## config.mk

```make
export PLATFORM = sky130hd
export DESIGN_NAME = bomber_shell_top
export DESIGN_NICKNAME = d
export VERILOG_FILES = /design/src/verilog/audio_pkg.sv /design/src/verilog/host_pkg.sv /design/src/verilog/host_state_if.sv /design/src/verilog/bomber_shell_top.sv /design/src/verilog/sigma_delta_dac.sv /design/src/verilog/audio_sample_dispatch.sv /design/src/verilog/control_mapper.sv /design/src/verilog/ps2_keyboard.sv /design/src/verilog/user_io_spi.sv
export VERILOG_INCLUDE_DIRS = /design/src /design/src/verilog
export SDC_FILE = /design/constraint.sdc
export NUM_CORES = 1
export LEC_CHECK = 0
export ABC_AREA = 1
export BUFFER_PORTS_ARGS = -buffer_cell sky130_fd_sc_hd__buf_2
export CAP_MARGIN = 10
export CELL_PAD_IN_SITES_DETAIL_PLACEMENT = 2
export CELL_PAD_IN_SITES_GLOBAL_PLACEMENT = 2
export CORE_AREA = 2 2 163 165
export DETAILED_ROUTE_END_ITERATION = 8
export DIE_AREA = 0 0 165 167
export PLACE_DENSITY = 0.73
export SLEW_MARGIN = 20
export SYNTH_ARGS = -nofsm -noshare
export SYNTH_HDL_FRONTEND = slang
export SYNTH_SLANG_ARGS = --single-unit
```

## constraint.sdc

```tcl
create_clock -name clk_24 -period 2.5 [get_ports clk_24]
set_input_delay 0.25 -clock clk_24 [delete_from_list [all_inputs] [get_ports clk_24]]
set_output_delay 0.25 -clock clk_24 [all_outputs]
set_load 0.05 [all_outputs]
```

## src/verilog/shell_settings.svh

```systemverilog
// Shell build settings
`ifndef SHELL_SETTINGS_SVH
`define SHELL_SETTINGS_SVH

// audio path.
`define SHELL_AUDIO_WIDTH 7
`define SHELL_AUDIO_CHANNELS 2
`define SHELL_DAC_CREDITS 4
`define SHELL_SAMPLE_DIV 256
`define SHELL_DAC_PERIOD 256

// game reset hold time in clk_24 cycles.
`define SHELL_RESET_STRETCH 16

// host spi command bytes.
`define SHELL_CMD_BUTTONS 8'h01
`define SHELL_CMD_JOY0 8'h02
`define SHELL_CMD_JOY1 8'h03
`define SHELL_CMD_STATUS 8'h1e
`define SHELL_CORE_ID 8'ha4

`endif
```

## src/verilog/audio_pkg.sv

```systemverilog
// Audio types
`include "shell_settings.svh"

package audio_pkg;

	// unsigned game sample.
	typedef logic [`SHELL_AUDIO_WIDTH-1:0] sample_t;

	// covers 0 up to the dac fifo depth.
	typedef logic [2:0] credit_t;

endpackage

```

## src/verilog/host_pkg.sv

```systemverilog
// Host side types
package host_pkg;

	typedef logic [31:0] status_t;
	typedef logic [1:0] buttons_t;
	typedef logic [7:0] joy_t;
	typedef logic [11:0] kbjoy_t;

	// status word bits.
	localparam int STATUS_POR = 0;
	localparam int STATUS_TEST = 1;
	localparam int STATUS_SLAM = 2;
	localparam int STATUS_MENU_RST = 6;

	// button and joystick bits.
	localparam int BUTTON_RESET = 1;
	localparam int JOY_FIRE = 4;

	// key word bits.
	localparam int KEY_SPACE = 4;
	localparam int KEY_START1 = 5;
	localparam int KEY_START2 = 6;
	localparam int KEY_COIN = 7;

endpackage

```

## src/verilog/host_state_if.sv

```systemverilog
// Decoded host state link
`timescale 1ns/1ps

interface host_state_if;
	import host_pkg::*;

	status_t status;
	buttons_t buttons;
	joy_t joy0;
	joy_t joy1;
	// high for one cycle when a register is written.
	logic update;

	modport tx (output status, output buttons, output joy0, output joy1, output update);
	modport rx (input status, input buttons, input joy0, input joy1, input update);

endinterface

```

## src/verilog/bomber_shell_top.sv

```systemverilog
// Bomber platform shell
`timescale 1ns/1ps
`include "shell_settings.svh"

module bomber_shell_top (
	input  logic clk_24,
	input  logic rst_n,
	input  logic spi_sck,
	input  logic spi_ss2,
	input  logic spi_di,
	output logic spi_do,
	input  logic ps2_kbd_clk,
	input  logic ps2_kbd_data,
	input  audio_pkg::sample_t audio1,
	input  audio_pkg::sample_t audio2,
	output logic audio_l,
	output logic audio_r,
	output logic game_reset_n,
	output logic coin1_n,
	output logic coin2_n,
	output logic start1_n,
	output logic start2_n,
	output logic fire1_n,
	output logic fire2_n,
	output logic slam_n,
	output logic test_n,
	output logic led
);
	import audio_pkg::*;

	localparam int CH = `SHELL_AUDIO_CHANNELS;

	logic [11:0] kbjoy;
	logic [CH-1:0] sample_valid;
	sample_t sample [CH];
	logic [CH-1:0] credit_return;
	logic [CH-1:0] dac_bits;

	host_state_if host_state ();

	user_io_spi u_user_io_spi (
		.clk_24  (clk_24),
		.rst_n   (rst_n),
		.spi_sck (spi_sck),
		.spi_ss2 (spi_ss2),
		.spi_di  (spi_di),
		.spi_do  (spi_do),
		.host    (host_state.tx)
	);

	ps2_keyboard u_ps2_keyboard (
		.clk_24       (clk_24),
		.rst_n        (rst_n),
		.ps2_kbd_clk  (ps2_kbd_clk),
		.ps2_kbd_data (ps2_kbd_data),
		.kbjoy        (kbjoy)
	);

	control_mapper u_control_mapper (
		.clk_24       (clk_24),
		.rst_n        (rst_n),
		.host         (host_state.rx),
		.kbjoy        (kbjoy),
		.game_reset_n (game_reset_n),
		.coin1_n      (coin1_n),
		.coin2_n      (coin2_n),
		.start1_n     (start1_n),
		.start2_n     (start2_n),
		.fire1_n      (fire1_n),
		.fire2_n      (fire2_n),
		.slam_n       (slam_n),
		.test_n       (test_n)
	);

	audio_sample_dispatch u_dispatch (
		.clk_24        (clk_24),
		.rst_n         (rst_n),
		.audio1        (audio1),
		.audio2        (audio2),
		.sample_valid  (sample_valid),
		.sample        (sample),
		.credit_return (credit_return)
	);

	for (genvar i = 0; i < CH; i++) begin : g_dac
		sigma_delta_dac u_dac (
			.clk_24        (clk_24),
			.rst_n         (rst_n),
			.sample_valid  (sample_valid[i]),
			.sample        (sample[i]),
			.credit_return (credit_return[i]),
			.dac_out       (dac_bits[i])
		);
	end

	assign audio_l = dac_bits[0];
	assign audio_r = dac_bits[1];
	// no status lamp on this board.
	assign led = 1'b0;

endmodule

```

## src/verilog/sigma_delta_dac.sv

```systemverilog
// Sigma-delta audio DAC
`timescale 1ns/1ps
`include "shell_settings.svh"

module sigma_delta_dac (
	input  logic clk_24,
	input  logic rst_n,
	input  logic sample_valid,
	input  audio_pkg::sample_t sample,
	output logic credit_return,
	output logic dac_out
);
	import audio_pkg::*;

	localparam int DEPTH = `SHELL_DAC_CREDITS;
	localparam int PTR_W = $clog2(DEPTH);
	localparam int PER_W = $clog2(`SHELL_DAC_PERIOD);
	localparam int W = $bits(sample_t);

	sample_t fifo [DEPTH];
	logic [PTR_W-1:0] wr_ptr;
	logic [PTR_W-1:0] rd_ptr;
	credit_t fill;
	logic [PER_W-1:0] period_cnt;
	logic period_end;
	logic pop;
	sample_t level;
	logic [W-1:0] acc;
	logic [W:0] sum;

	assign period_end = (period_cnt == PER_W'(`SHELL_DAC_PERIOD - 1));
	assign pop = period_end && fill != '0;
	assign sum = {1'b0, acc} + {1'b0, level};

	always_ff @(posedge clk_24) begin
		if (sample_valid)
			fifo[wr_ptr] <= sample;
	end

	always_ff @(posedge clk_24) begin
		if (!rst_n) begin
			wr_ptr <= '0;
			rd_ptr <= '0;
			fill <= '0;
			period_cnt <= '0;
			credit_return <= 1'b0;
			level <= '0;
			acc <= '0;
			dac_out <= 1'b0;
		end else begin
			period_cnt <= period_end ? '0 : period_cnt + 1'b1;
			if (sample_valid)
				wr_ptr <= wr_ptr + 1'b1;
			// an empty fifo keeps the last level playing.
			if (pop) begin
				rd_ptr <= rd_ptr + 1'b1;
				level <= fifo[rd_ptr];
			end
			credit_return <= pop;
			case ({sample_valid, pop})
				2'b10: fill <= fill + 1'b1;
				2'b01: fill <= fill - 1'b1;
				default: ;
			endcase
			// carry out of the accumulator is the pin stream.
			acc <= sum[W-1:0];
			dac_out <= sum[W];
		end
	end

endmodule

```

## src/verilog/audio_sample_dispatch.sv

```systemverilog
// Audio sample dispatcher
`timescale 1ns/1ps
`include "shell_settings.svh"

module audio_sample_dispatch (
	input  logic clk_24,
	input  logic rst_n,
	input  audio_pkg::sample_t audio1,
	input  audio_pkg::sample_t audio2,
	output logic [`SHELL_AUDIO_CHANNELS-1:0] sample_valid,
	output audio_pkg::sample_t sample [`SHELL_AUDIO_CHANNELS],
	input  logic [`SHELL_AUDIO_CHANNELS-1:0] credit_return
);
	import audio_pkg::*;

	localparam int CH = `SHELL_AUDIO_CHANNELS;
	localparam int DIV_W = $clog2(`SHELL_SAMPLE_DIV);

	logic [DIV_W-1:0] div_cnt;
	logic tick;
	sample_t audio_in [CH];
	sample_t pending [CH];
	logic [CH-1:0] pending_vld;
	logic [CH-1:0] issue;
	credit_t credit [CH];

	assign audio_in[0] = audio1;
	assign audio_in[1] = audio2;
	assign tick = (div_cnt == DIV_W'(`SHELL_SAMPLE_DIV - 1));

	always_ff @(posedge clk_24) begin
		if (!rst_n)
			div_cnt <= '0;
		else
			div_cnt <= tick ? '0 : div_cnt + 1'b1;
	end

	always_comb begin
		for (int i = 0; i < CH; i++)
			issue[i] = pending_vld[i] && credit[i] != '0;
	end

	always_ff @(posedge clk_24) begin
		if (!rst_n) begin
			pending_vld <= '0;
			sample_valid <= '0;
			for (int i = 0; i < CH; i++)
				credit[i] <= credit_t'(`SHELL_DAC_CREDITS);
		end else begin
			sample_valid <= issue;
			for (int i = 0; i < CH; i++) begin
				if (tick)
					pending_vld[i] <= 1'b1;
				else if (issue[i])
					pending_vld[i] <= 1'b0;
				case ({issue[i], credit_return[i]})
					2'b10: credit[i] <= credit[i] - 1'b1;
					2'b01: credit[i] <= credit[i] + 1'b1;
					default: ;
				endcase
			end
		end
	end

	// a newer sample overwrites one still waiting for credit.
	always_ff @(posedge clk_24) begin
		for (int i = 0; i < CH; i++) begin
			if (tick)
				pending[i] <= audio_in[i];
			if (issue[i])
				sample[i] <= pending[i];
		end
	end

endmodule

```

## src/verilog/control_mapper.sv

```systemverilog
// Game control mapping
`timescale 1ns/1ps
`include "shell_settings.svh"

module control_mapper (
	input  logic clk_24,
	input  logic rst_n,
	host_state_if.rx host,
	input  host_pkg::kbjoy_t kbjoy,
	output logic game_reset_n,
	output logic coin1_n,
	output logic coin2_n,
	output logic start1_n,
	output logic start2_n,
	output logic fire1_n,
	output logic fire2_n,
	output logic slam_n,
	output logic test_n
);
	import host_pkg::*;

	localparam int CNT_W = $clog2(`SHELL_RESET_STRETCH);

	logic reset_cause;
	logic [CNT_W-1:0] hold_cnt;

	assign reset_cause = host.status[STATUS_POR] | host.status[STATUS_MENU_RST] |
		host.buttons[BUTTON_RESET];

	always_ff @(posedge clk_24) begin
		if (!rst_n) begin
			hold_cnt <= CNT_W'(`SHELL_RESET_STRETCH - 1);
			game_reset_n <= 1'b0;
			coin1_n <= 1'b1;
			coin2_n <= 1'b1;
			start1_n <= 1'b1;
			start2_n <= 1'b1;
			fire1_n <= 1'b1;
			fire2_n <= 1'b1;
			slam_n <= 1'b1;
			test_n <= 1'b1;
		end else begin
			// hold the game in reset until the counter runs out.
			if (reset_cause) begin
				hold_cnt <= CNT_W'(`SHELL_RESET_STRETCH - 1);
				game_reset_n <= 1'b0;
			end else if (hold_cnt != '0) begin
				hold_cnt <= hold_cnt - 1'b1;
				game_reset_n <= 1'b0;
			end else begin
				game_reset_n <= 1'b1;
			end
			coin1_n <= ~kbjoy[KEY_COIN];
			coin2_n <= ~kbjoy[KEY_COIN];
			start1_n <= ~kbjoy[KEY_START1];
			start2_n <= ~kbjoy[KEY_START2];
			fire1_n <= ~(host.joy0[JOY_FIRE] | kbjoy[KEY_SPACE]);
			if (host.update) begin
				fire2_n <= ~host.joy1[JOY_FIRE];
				slam_n <= ~host.status[STATUS_SLAM];
				test_n <= ~host.status[STATUS_TEST];
			end
		end
	end

endmodule

```

## src/verilog/ps2_keyboard.sv

```systemverilog
// PS/2 keyboard decoder
`timescale 1ns/1ps

module ps2_keyboard (
	input  logic clk_24,
	input  logic rst_n,
	input  logic ps2_kbd_clk,
	input  logic ps2_kbd_data,
	output host_pkg::kbjoy_t kbjoy
);
	import host_pkg::*;

	localparam logic [7:0] CODE_BREAK = 8'hf0;
	localparam logic [7:0] CODE_SPACE = 8'h29;
	localparam logic [7:0] CODE_KEY1 = 8'h16;
	localparam logic [7:0] CODE_KEY2 = 8'h1e;
	localparam logic [7:0] CODE_KEY5 = 8'h2e;

	logic [2:0] clk_q;
	logic [1:0] dat_q;
	logic clk_f;
	logic fall;
	logic [3:0] bit_cnt;
	logic [9:0] frame;
	logic [7:0] code;
	logic frame_ok;
	logic brk;

	always_ff @(posedge clk_24) begin
		if (!rst_n) begin
			clk_q <= '1;
			dat_q <= '1;
			clk_f <= 1'b1;
		end else begin
			clk_q <= {clk_q[1:0], ps2_kbd_clk};
			dat_q <= {dat_q[0], ps2_kbd_data};
			// level moves only after two equal samples.
			if (clk_q[2] == clk_q[1])
				clk_f <= clk_q[1];
		end
	end

	assign fall = clk_f & ~clk_q[1] & ~clk_q[2];

	// frame holds start, data and parity; the stop bit is still on the pin.
	assign code = frame[8:1];
	assign frame_ok = ~frame[0] & dat_q[1] & (^frame[9:1]);

	always_ff @(posedge clk_24) begin
		if (fall && bit_cnt != 4'd10)
			frame <= {dat_q[1], frame[9:1]};
	end

	always_ff @(posedge clk_24) begin
		if (!rst_n) begin
			bit_cnt <= '0;
			brk <= 1'b0;
			kbjoy <= '0;
		end else if (fall) begin
			if (bit_cnt == 4'd10) begin
				bit_cnt <= '0;
				if (frame_ok) begin
					if (code == CODE_BREAK) begin
						brk <= 1'b1;
					end else begin
						brk <= 1'b0;
						case (code)
							CODE_SPACE: kbjoy[KEY_SPACE] <= ~brk;
							CODE_KEY1: kbjoy[KEY_START1] <= ~brk;
							CODE_KEY2: kbjoy[KEY_START2] <= ~brk;
							CODE_KEY5: kbjoy[KEY_COIN] <= ~brk;
							default: ;
						endcase
					end
				end
			end else begin
				bit_cnt <= bit_cnt + 4'd1;
			end
		end
	end

endmodule

```

## src/verilog/user_io_spi.sv

```systemverilog
// Host SPI command receiver
`timescale 1ns/1ps
`include "shell_settings.svh"

module user_io_spi (
	input  logic clk_24,
	input  logic rst_n,
	input  logic spi_sck,
	input  logic spi_ss2,
	input  logic spi_di,
	output logic spi_do,
	host_state_if.tx host
);
	import host_pkg::*;

	logic [2:0] sck_q;
	logic [2:0] ss_q;
	logic [1:0] di_q;
	logic sck_rise;
	logic sck_fall;
	logic ss_rise;
	logic active;
	logic [2:0] bit_cnt;
	logic [2:0] byte_cnt;
	logic [6:0] rx_sr;
	logic [7:0] rx_byte;
	logic [7:0] cmd;
	logic [7:0] id_sr;
	status_t stage;

	// sck, ss and di share the same two-flop delay so they stay aligned.
	always_ff @(posedge clk_24) begin
		if (!rst_n) begin
			sck_q <= '0;
			ss_q <= '1;
			di_q <= '0;
		end else begin
			sck_q <= {sck_q[1:0], spi_sck};
			ss_q <= {ss_q[1:0], spi_ss2};
			di_q <= {di_q[0], spi_di};
		end
	end

	assign sck_rise = sck_q[1] & ~sck_q[2];
	assign sck_fall = ~sck_q[1] & sck_q[2];
	assign ss_rise = ss_q[1] & ~ss_q[2];
	assign active = ~ss_q[1];
	assign rx_byte = {rx_sr, di_q[1]};

	always_ff @(posedge clk_24) begin
		if (!rst_n) begin
			bit_cnt <= '0;
			byte_cnt <= '0;
			cmd <= '0;
			spi_do <= 1'b0;
			id_sr <= `SHELL_CORE_ID;
		end else if (!active) begin
			bit_cnt <= '0;
			byte_cnt <= '0;
			spi_do <= 1'b0;
			id_sr <= `SHELL_CORE_ID;
		end else begin
			// core id goes out only while the command byte is shifted in.
			spi_do <= (byte_cnt == 3'd0) ? id_sr[7] : 1'b0;
			if (sck_fall && byte_cnt == 3'd0)
				id_sr <= {id_sr[6:0], 1'b0};
			if (sck_rise) begin
				bit_cnt <= bit_cnt + 3'd1;
				if (bit_cnt == 3'd7) begin
					if (byte_cnt == 3'd0)
						cmd <= rx_byte;
					if (byte_cnt != 3'd7)
						byte_cnt <= byte_cnt + 3'd1;
				end
			end
		end
	end

	// data bytes land little endian in the staging word.
	always_ff @(posedge clk_24) begin
		if (active && sck_rise) begin
			rx_sr <= rx_byte[6:0];
			if (bit_cnt == 3'd7) begin
				case (byte_cnt)
					3'd1: stage[7:0] <= rx_byte;
					3'd2: stage[15:8] <= rx_byte;
					3'd3: stage[23:16] <= rx_byte;
					3'd4: stage[31:24] <= rx_byte;
					default: ;
				endcase
			end
		end
	end

	// commit when the host releases ss2.
	always_ff @(posedge clk_24) begin
		if (!rst_n) begin
			host.status <= '0;
			host.buttons <= '0;
			host.joy0 <= '0;
			host.joy1 <= '0;
			host.update <= 1'b0;
		end else begin
			host.update <= 1'b0;
			if (ss_rise && byte_cnt >= 3'd2) begin
				case (cmd)
					`SHELL_CMD_BUTTONS: begin
						host.buttons <= stage[1:0];
						host.update <= 1'b1;
					end
					`SHELL_CMD_JOY0: begin
						host.joy0 <= stage[7:0];
						host.update <= 1'b1;
					end
					`SHELL_CMD_JOY1: begin
						host.joy1 <= stage[7:0];
						host.update <= 1'b1;
					end
					`SHELL_CMD_STATUS: begin
						if (byte_cnt >= 3'd5) begin
							host.status <= stage;
							host.update <= 1'b1;
						end
					end
					default: ;
				endcase
			end
		end
	end

endmodule

```

# == Yosys cells after proc, flatten, opt, wreduce, memory -nomap -nowiden ==
# Memories as Yosys holds them, arrays and structs flattened. A register that Yosys moved wholly into a read port is not among the register bits.
# Index checks and enable logic that the tools add are counted.
# totals
mem_bits_rw,76
latchBits,0
ff_bits,160
n_memories,4
rom_bits,0
inputBits,21
output_inout_bits,13
# op_classes
n_addsub,21
eq_ne,26
div,0
shifts,0
n_mux,34
multipliers,0
n_bitwise,32
n_lt_le_gt_ge,2
n_reduce_logical,41
# memory_table
memory,words,word_bits,rd,rd_clocked_by_memory_dff,write_ports,line,source
g_dac[0].u_dac.fifo,4,7,1,1,1,sigma_delta_dac.sv:20,sample_t fifo [DEPTH];
g_dac[1].u_dac.fifo,4,7,1,1,1,sigma_delta_dac.sv:20,
u_dispatch.pending,2,7,2,2,2,audio_sample_dispatch.sv:22,sample_t pending [CH];
u_dispatch.credit,2,3,2,0,2,audio_sample_dispatch.sv:25,credit_t credit [CH];
# op_table
op,count
$eq 8x8->1 const B,4
$mux 1,26
$add 8x1->8 const B,3
$eq 8x5->1 const B,3
$reduce_and 5->1,4
$add 3x1->3 const B,6
$not 1->1,18
$add 7x7->8,2
$eq 8x2->1 const B,2
$eq 8x6->1 const B,2
$mux 3,4
$pmux 3 s2,2
$reduce_and 3->1,4
$reduce_bool 3->1,4
$sub 3x1->3 const B,4
$reduce_or 2->1,5
$reduce_xor 9->1,1
$add 2x1->2 const B,4
$eq 2x1->1 const B,4
$eq 2x2->1 const B,4
$eq 8x1->1 const B,1
$logic_and 1x1->1,8
$reduce_and 2->1,4
$reduce_bool 2->1,4
19 further kinds,33

# == Logic depth before layout (Yosys ltp) ==
# Gate-level depths: netlist of run 1.
# An unclocked memory read counts as a cell.
# depth
depth_word,9
ltp_mapped,16

# == Cells and area by module ==
# Synthesis of run 1 repeated with hierarchy kept, for this count alone.
# unflattened
hier_cells,1452
area_unflattened_um2,13508.0
# modules_own_cells
mod,cells_each,area_per_inst_um2,n_inst
sigma_delta_dac,300,2678.8,2
user_io_spi,514,4619.4,1
audio_sample_dispatch,139,1767.9,1
ps2_keyboard,145,1270.0,1
control_mapper,52,481.7,1
bomber_shell_top,2,11.3,1

# == Worst setup path before layout of run 1 ==
# No wires, ideal clock.
# synth_timing
path_type,flip-flop to flip-flop
from,register g_dac[1].u_dac.period_cnt[0]
to,register g_dac[1].u_dac.fill[2]
slack_ns,0.193
arrival_ns,2.185
period_less_slack_ns,2.307
path_stages_with_launch,14
setup_ns,0.122
path_buffers,0
path_cell_list,dfxtp_1 > ha_1 > nand3_2 > nor2_2 > and3_2 > nand2_4 > nor2_8 > ha_1 > inv_1 > fa_1 > a21oi_1 > o21ai_0 > o21ai_0 > a21oi_1
# synth_via
elab_chain_cells,4
word_cells_on_any_way,6
# synth_lines
item,line,source
from (decl),sigma_delta_dac.sv:24,logic [PER_W-1:0] period_cnt;
from (signal assigned),sigma_delta_dac.sv:51,period_cnt <= period_end ? '0 : period_cnt + 1'b1;
$eq 8x8->1 *,sigma_delta_dac.sv:31,assign period_end = (period_cnt == PER_W'(`SHELL_DAC_PERIOD - 1));
$logic_and 1x1->1 *,sigma_delta_dac.sv:32,assign pop = period_end && fill != '0;
named net g_dac[1].u_dac.pop,sigma_delta_dac.sv:26,logic pop;
$eq 2x1->1 / $eq 2x2->1 (equally long branches),sigma_delta_dac.sv:60,"case ({sample_valid, pop})"
$pmux 3 s2 / $reduce_bool 2->1 (equally long branches),--,
to (signal assigned),sigma_delta_dac.sv:61,2'b10: fill <= fill + 1'b1;
to (signal assigned),sigma_delta_dac.sv:62,2'b01: fill <= fill - 1'b1;
to (decl),sigma_delta_dac.sv:23,credit_t fill;
# The timed path passes the listed nets; every way through them passes the cells marked *.
# A chain may end at the register's enable or synchronous reset.

# == Worst setup path in the final report of run 1 ==
# layout_timing
from,register g_dac[0].u_dac.period_cnt[0]
to,register g_dac[0].u_dac.fill[2]
# layout_via
elab_chain_cells,4
word_cells_on_any_way,6
# layout_lines
item,line
from (decl),sigma_delta_dac.sv:24
from (signal assigned),sigma_delta_dac.sv:51
$eq 8x8->1 *,sigma_delta_dac.sv:31
$logic_and 1x1->1 *,sigma_delta_dac.sv:32
named net g_dac[0].u_dac.pop,sigma_delta_dac.sv:26
$eq 2x1->1 / $eq 2x2->1 (equally long branches),sigma_delta_dac.sv:60
$pmux 3 s2 / $reduce_bool 2->1 (equally long branches),--
to (signal assigned),sigma_delta_dac.sv:61
to (signal assigned),sigma_delta_dac.sv:62
to (decl),sigma_delta_dac.sv:23
# Marked as above.

==> results of run 1 <==
[worst register-to-register path, stage by stage (launching register included)]
cell and delay, ps:
dfxtp_2 350, ha_2 180, nand2_1 70, nor2_2 100
inv_2 60, nor2_4 100, nand2_2 70, nor2_4 170
nand3_4 100, clkinv_4 90, ha_2 180, inv_2 60
fa_2 370, a21oi_2 150, o21ai_2 70, o21ai_1 120
a21oi_1 50
[kinds of logic (layout without fill, tap and decap cells)]
group                    after synthesis  count (layout)
adder cells (fa/ha/maj)               55              55
XOR/XNOR                              10              10
buffers and inverters                166             260
other                                  1               1
AO/OA/AOI/OAI                        187             187
flip-flops                           250             250
AND/OR/NAND/NOR                      338             338
[placed cells by master (no fill, tap or decap), types with 3 or more instances in the layout]
cell type / instances
dfxtp_1: 135
buf_2: 32
a211oi_1: 5
nor3_1: 7
dfxtp_2: 3
nand2_1: 126
a31oi_1: 4
nand4_1: 13
o32ai_1: 7
nor3b_1: 5
o22ai_1: 7
inv_2: 6
nor2_2: 3
o21ai_2: 3
nor2_1: 128
fa_1: 3
a21oi_1: 73
dlygate4sd3_1: 19
edfxtp_1: 112
inv_1: 135
buf_4: 15
nor2_4: 3
clkinv_2: 8
xnor2_1: 3
clkbuf_16: 29
or2_2: 8
xor2_1: 7
o211ai_1: 3
o21ai_0: 79
clkinv_1: 3
clkbuf_1: 6
ha_1: 47
nand3_1: 25
[power by group]
group          switching, uW  leakage (uW)  internal (uW)  total, uW
Clock                   1660      0.000449           2390       4040
Sequential              22.3       0.00213           4270       4290
Combinational            101       0.00228           70.9        172
[registers in the layout, summed over array words and instances, names as in the netlist, 5 cells and up]
register and count:
g_dac.u_dac.acc 14, g_dac.u_dac.fifo 56, g_dac.u_dac.fill 6, g_dac.u_dac.level 14, g_dac.u_dac.period_cnt 16, u_dispatch.credit 6, u_dispatch.div_cnt 8, u_dispatch.pending 14
u_dispatch.sample 14, u_ps2_keyboard.frame 10, u_user_io_spi.cmd 8, u_user_io_spi.id_sr 6, u_user_io_spi.rx_sr 7, u_user_io_spi.stage 5
[path summary, 6_finish.rpt]
check | start | end | depth (start not counted)
worst max-delay path | g_dac[0].u_dac.period_cnt[0] | g_dac[0].u_dac.fill[2] | 16
worst max register to register | g_dac[0].u_dac.period_cnt[0] | g_dac[0].u_dac.fill[2] | 16
worst min-delay path | rst_n | g_dac[0].u_dac.wr_ptr[1] | 3
worst min register to register | u_ps2_keyboard.kbjoy[6] | u_control_mapper.start2_n | 1
[per-stage QoR]
step	setup WS [ps]	cell area [um2]	util	hold slack [ps]
6_report	106.0	11850	0.4600	53.66
4_1_cts	17.36	11800	0.4580	19.66
3_5_place_dp	-87.15	10690	0.4147	369.7
2_1_floorplan	193.4	10130	-	347.6
3_3_place_gp	134.7	10690	0.4147	364.7
5_1_grt	-132.5	11850	0.4600	76.62
[routing by layer]
layer | vias up | part of all wire | GRT usage
met3 | 34 | 0.031 | 0.02765
li1 | 3496 | - | -
met5 | - | 0 | 0
met1 | 3539 | 0.41 | 0.2177
met2 | 67 | 0.53 | 0.3380
met4 | 0 | 0.023 | 0.04802
[cell type report]
cell class | count | area, um2 | area share
Clock inverter | 15 | 130.1 | 0.01098
Tap cell | 335 | 419.2 | 0.03537
Clock buffer | 37 | 775.7 | 0.06546
Timing Repair Buffer | 66 | 462.9 | 0.03907
Multi-Input combinational cell | 591 | 3395 | 0.2865
Sequential cell | 250 | 6130 | 0.5173
Inverter | 142 | 538.0 | 0.04540
[repair_timing]
action	CTS	global route
hold buffers	19	0
endpoints found under the hold margin	19	0
pin swaps	2	8
setup buffers	0	2
endpoints found under the setup margin	2	3
resized for setup	9	13
==> metrics.md, run 1 <==
| Metric | Value |
|---|---|
| Mapped Nets | between 1000 and 1500 |
| Post-synthesis xor/xnor area fraction | 0.008648 |
| Crit path buffers/inverters | 3 |
| Top-count cell post-synth | dfxtp_1 |
| Num Clock Sinks | 250 |
| RePlAce Congestion | 0.7198 |
| DRC viols | 0 |
| Ys Warns | 0 |
| Die Area | around 28000 um2 |
| Relative slew slack | 0.6227 |
| Share of cells above drive strength 1 | 0.1244 |
| Wire per inst | roughly 17 um |
| CP arrival | ~2800 ps |
| Final ANT Viol Nets | 0 |
| Slowest cell on crit path | fa_2 |
| Via count | 7136 |
| Largest family of logic cells by synthesized area | simple AND/OR/NAND/NOR gates |
| RSZ-0062 raised after global routing | true |
| Drt via density | between 4 and 5 |
| Sequential area share after synthesis | 0.6049 |
| MaxCap Viol Count | 0 |
| Core ar. | around 26000 um2 |
| Post-synthesis adder-cell area fraction | 0.07166 |
| Placed Cells | roughly 1400 |
| Setup TNS | 0 ps |
| Total gr overflow | 0 |
| Total Power | 8506 uW |
| Final Setup Violations | 0 |
| Post-synthesis compound-gate area fraction | 0.09896 |
| Leading area contributor after synthesis | edfxtp_1 |
| Fin crit share | 0.9576 |
| EDFF count, synth | around 110 |
| Mapped Area | slightly above 10000 um2 |
| Synth-to-Final Area Change | 17.01% |
| Initial Utilization | 0.3931 |
| H-tree Lvls | 1 |
| Die H | between 150 and 200 um |
| Post-Route WL | approximately 24 mm |
| Clk_lat worst skew | ~550 ps |
| Top cell type's share of synthesized area | 0.3321 |
| Final #Nets | about 1200 |
| Worst slew pin tran | roughly 570 ps |
| Number of global-route vias before repair | between 7000 and 8000 |
| Post-synth top flop | dfxtp_1 |
| Fmax | roughly 420 MHz |
| Overall Global Routing Usage | 0.1825 |
| CTS Root Buffer Type | clkbuf_16 |
| Initial antenna violation count | 0 |
| Crit-path leading delay family | adder cells |
| Min Clock Period, post-route | 2394 ps |
| Synth Register Bits | between 200 and 300 |
| HP Class | in -> reg |
| Clock buffer depth | 3 |
| Fraction of synthesized area in multiplexers | 0 |
| Async S/R FF share, synth | 0 |
| Cells taking the most area after synthesis | edfxtp_1 (33%), dfxtp_1 (27%), ha_1 (6.2%) |
| PortBufs | 32 |
| Die width | around 170 um |
| Mapped Cells | 1007 |
| CP Class | reg -> reg |
| DP HPWL | roughly 16 mm |
| Worst R2R Setup Slack | 110 ps |
| ANT cells | 0 |
| Synth cell count leaders | dfxtp_1 (138), inv_1 (137), nor2_1 (128), nand2_1 (126), edfxtp_1 (112) |
| CP Capture Type | register |
| Cts bufs inserted | 28 |
| First-pass GRT wire length | 40.27 mm |
| Slew Limit Fails | 0 |
| Post-synthesis average cell area | between 10 and 15 um2 |
| Post-Layout Cell Count | ~1400 |
| Outcome | finished clean |
| I/O pin cnt | 34 |
| Crit path cell chain | ha_2 -> nand2_1 -> nor2_2 -> inv_2 -> nor2_4 -> nand2_2 -> nor2_4 -> nand3_4 -> clkinv_4 -> ha_2 -> inv_2 -> fa_2 -> a21oi_2 -> o21ai_2 -> o21ai_1 -> a21oi_1 |
| Post-synth cell types | just under 50 |
| Critical path's largest stage delay | 370 ps |
| Initial DRC count | 227 |
| CTS tree | done |
| DRT Pass-1 Iters | 4 |
| Worst path required time | between 2000 and 3000 ps |
| Clock Skew | 12.45 ps |
| Startpoint Class | register |
| Maximum vdd drop | roughly 0.45 mV |
| Std cell rows | 59 |
| Pleak | between 0.004 and 0.005 uW |
| Pwr dens | approximately 720 nW/um2 |
| Worst-path fanout max | 9 |
| Largest net degree at the start of global routing | 40 |
| Reg clk slew, reported paths | about 60 ps |
| Final hold vios | 0 |
| Fill count | 2686 |
| Post-Synth Simple-Gate Area | 0.1506 |
(Power assumes the default switching activity.)
==> run 2, diff against run 1 <==
Settings changed: SETUP_SLACK_MARGIN from default to 0.05.
Clock period 2.5 ns to 2.7 ns, I/O delays scaled along.
==> run 2 against run 1 <==
Count of clock-buffer cells in the layout is 2 higher; sequential share of layout area down 0.060 points; maximum frequency down 4.2%; setup slack improved by 96 ps; critical path depth down 3; register-to-register slack better by 96 ps; global-route usage increased by 0.21 points; sequential cell count is the same; first-iteration DRC count increased by 33%; final cell count grew 0.14%; sequential power shrank 7.2%; largest cell class unchanged.
==> metrics.md, run 2 (synthesized netlist as in run 1, its figures left out) <==
| Metric | Value |
|---|---|
| Met2 WL post-DR | 13.09 mm (was 13.03 mm) |
| Via count | 7205 (was 7136) |
| Commonest non-fill, non-tap cell in the layout | inv_1 |
| Setup TNS | 0 ps (unchanged) |
| DRT Pass-1 Iters | 4 (unchanged) |
| Fmax | 400.4 MHz (was 417.7 MHz) |
| RePlAce Congestion | 0.7134 (was 0.7198) |
| DRC viols | 0 (unchanged) |
| Std cell rows | 59 (unchanged) |
| Num Clock Sinks | 250 (unchanged) |
| Synth-to-Final Area Change | 17.12% (was 17.01%) |
| RSZ-0062 raised after global routing | false (was true) |
| Outcome | finished clean (unchanged) |
| Total gr overflow | 0 (unchanged) |
| Final Setup Violations | 0 (unchanged) |
| HP Class | in -> reg (unchanged) |
| Top sig layer | met4 (unchanged) |
| Max reg flops | 56 (unchanged) |
| Fin crit share | 0.9251 (was 0.9576) |
| Design area | 11860 um2 (was 11850 um2) |
| Pleak | 0.004865 uW (was 0.004853 uW) |
| Switching share of power | 0.2041 (was 0.2091) |
| Clock share of power | 0.474 (was 0.475) |
| I/O pin cnt | 34 (unchanged) |
| Flop pwr share | 0.507 (was 0.505) |
| Largest register by flop count | g_dac.u_dac.fifo (unchanged) |
| Final ANT Viol Nets | 0 (unchanged) |
| Total Power | 7848 uW (was 8506 uW) |
| Met3 wire len | 533 um (was 755 um) |
| Worst slew pin tran | 700.8 ps (was 565.2 ps) |
| Logic pwr share | 0.019 (was 0.020) |
| Fin util | 0.4604 (was 0.4600) |
| Wire per inst | 17.16 um (was 17.06 um) |
| Worst path required time | 3120 ps (was 2930 ps) |
| Initial Utilization | 0.3931 (unchanged) |
| Net switching power | 1602 uW (was 1779 uW) |
| Drt via density | 5.010 (was 4.969) |
| Reg clk slew, reported paths | 60 ps (about the same) |
| Clock Skew | 11.67 ps (was 12.45 ps) |
| Cts bufs inserted | 28 (unchanged) |
| Initial DRC count | 303 (was 227) |
| Die width | 165 um (unchanged) |
| Pwr dens | 661.7 nW/um2 (was 717.8 nW/um2) |
| Overall Global Routing Usage | 0.1846 (was 0.1825) |
| Design internal power | 6247 uW (was 6728 uW) |
| Most frequent cells in the layout | inv_1 (137), dfxtp_1 (136), nor2_1 (128) (was inv_1 (135), dfxtp_1 (135), nor2_1 (128)) |
| Maximum vdd drop | 0.4620 mV (was 0.4483 mV) |
| Startpoint Class | register (unchanged) |
| Final #Nets | 1157 (was 1155) |
| Post-Route WL | 24.68 mm (was 24.49 mm) |
| CP Capture Type | register (unchanged) |
| Worst-path fanout max | 5 (was 9) |
| CTS Root Buffer Type | clkbuf_16 (unchanged) |
| CTS tree | done (unchanged) |
| Relative slew slack | 0.5328 (was 0.6227) |
| Die Area | 27560 um2 (unchanged) |
| Die H | 167 um (unchanged) |
| Hold WS | 131.9 ps (was 53.66 ps) |
| Min Clock Period, post-route | 2498 ps (was 2394 ps) |
| Largest net degree at the start of global routing | 63 (was 40) |
| Number of global-route vias before repair | 7884 (was 7835) |
| First-pass GRT wire length | 40.74 mm (was 40.27 mm) |
| Core ar. | 25760 um2 (unchanged) |
| Clock buffer depth | 3 (unchanged) |
| Met1 wire length | 10.44 mm (was 10.14 mm) |
| PortBufs | 32 (unchanged) |
| Top flop regs | g_dac.u_dac.fifo (56), g_dac.u_dac.period_cnt (16) (unchanged) |
| CP Class | reg -> reg (unchanged) |
| Share of cells above drive strength 1 | 0.1188 (was 0.1244) |
| Final hold vios | 0 (unchanged) |
| Slew Limit Fails | 0 (unchanged) |
| H-tree Lvls | 1 (unchanged) |
| Placed inst area | 10640 um2 (was 10690 um2) |
| Clk_lat worst skew | 540 ps (was 550 ps) |
| CP arrival | 2920 ps (was 2820 ps) |
| Initial antenna violation count | 0 (unchanged) |
| ANT cells | 0 (unchanged) |
| MaxCap Viol Count | 0 (unchanged) |
| DP HPWL | 16.69 mm (was 16.38 mm) |
-- run 2: cell types whose count changed in the layout (fill, tap and decap cells not counted), sizes merged --
cell and delta:
buf +2, clkbuf +2, inv -1, clkinvlp -1
-- run 2: path summary, 6_finish.rpt --
kind,from,to,slack (ps),cells past startpoint
setup / recovery,g_dac[1].u_dac.period_cnt[0],g_dac[1].u_dac.fill[2],200,13
hold / removal,rst_n,u_user_io_spi.host.status[0],130,3
setup reg to reg,g_dac[1].u_dac.period_cnt[0],g_dac[1].u_dac.fill[2],200,13
hold reg to reg,u_ps2_keyboard.kbjoy[5],u_control_mapper.start1_n,390,1
-- run 2: layout make-up --
type,count,area (um2)
fill,2697,13900
sequential,250,6128
multi-input combinational,591,3393
clock buffer,39,793.3
inverter,142,538.0
timing repair buffer,68,478.0
tap,335,419.2
clock inverter,13,111.4
-- run 2: critical path, stage by stage, from the launching register on --
cell	delay, ps
dfxtp_2	360
ha_4	160
nand3_4	100
nor2_4	130
and3_4	200
nand2_4	80
nor2_8	150
ha_1	180
inv_1	100
fa_2	420
a21oi_2	150
o21ai_1	100
o21ai_1	150
a21oi_1	70
-- run 2: what timing repair did --
action	4_1_cts	5_1_grt
buffers inserted	0	10
hold buffers	19	0
endpoints found under the setup margin	2	2
hold endpoints to repair	19	0
gates resized for setup	5	12
pin swaps	0	6
-- run 2: routing by layer --
layer	GRT usage	vias to the layer above
met1	0.2231	3597
met4	0.05671	0
li1	-	3495
met3	0.02242	42
met2	0.3389	71
met5	0	-
-- run 2: power groups by stage --
| stage | Clock (uW) | Sequential (uW) | Combinational [uW] |
|---|---|---|---|
| floorplan | 0 | 4050 | 80.9 |
| global placement | 0 | 4050 | 120 |
| detailed placement | 0 | 4050 | 127 |
| CTS | 3840 | 3970 | 154 |
| global route | 3980 | 3980 | 175 |
| finish | 3720 | 3980 | 152 |
-- run 2: through the flow --
| stage | cells | setup WS (ps) |
|---|---|---|
| after floorplan | 1007 | 393.4 |
| after global placement | 1357 | 224.7 |
| after detailed placement | 1357 | -9.693 |
| after CTS | 1428 | 25.49 |
| after global routing | 1438 | 54.09 |
| final | 1438 | 202.3 |
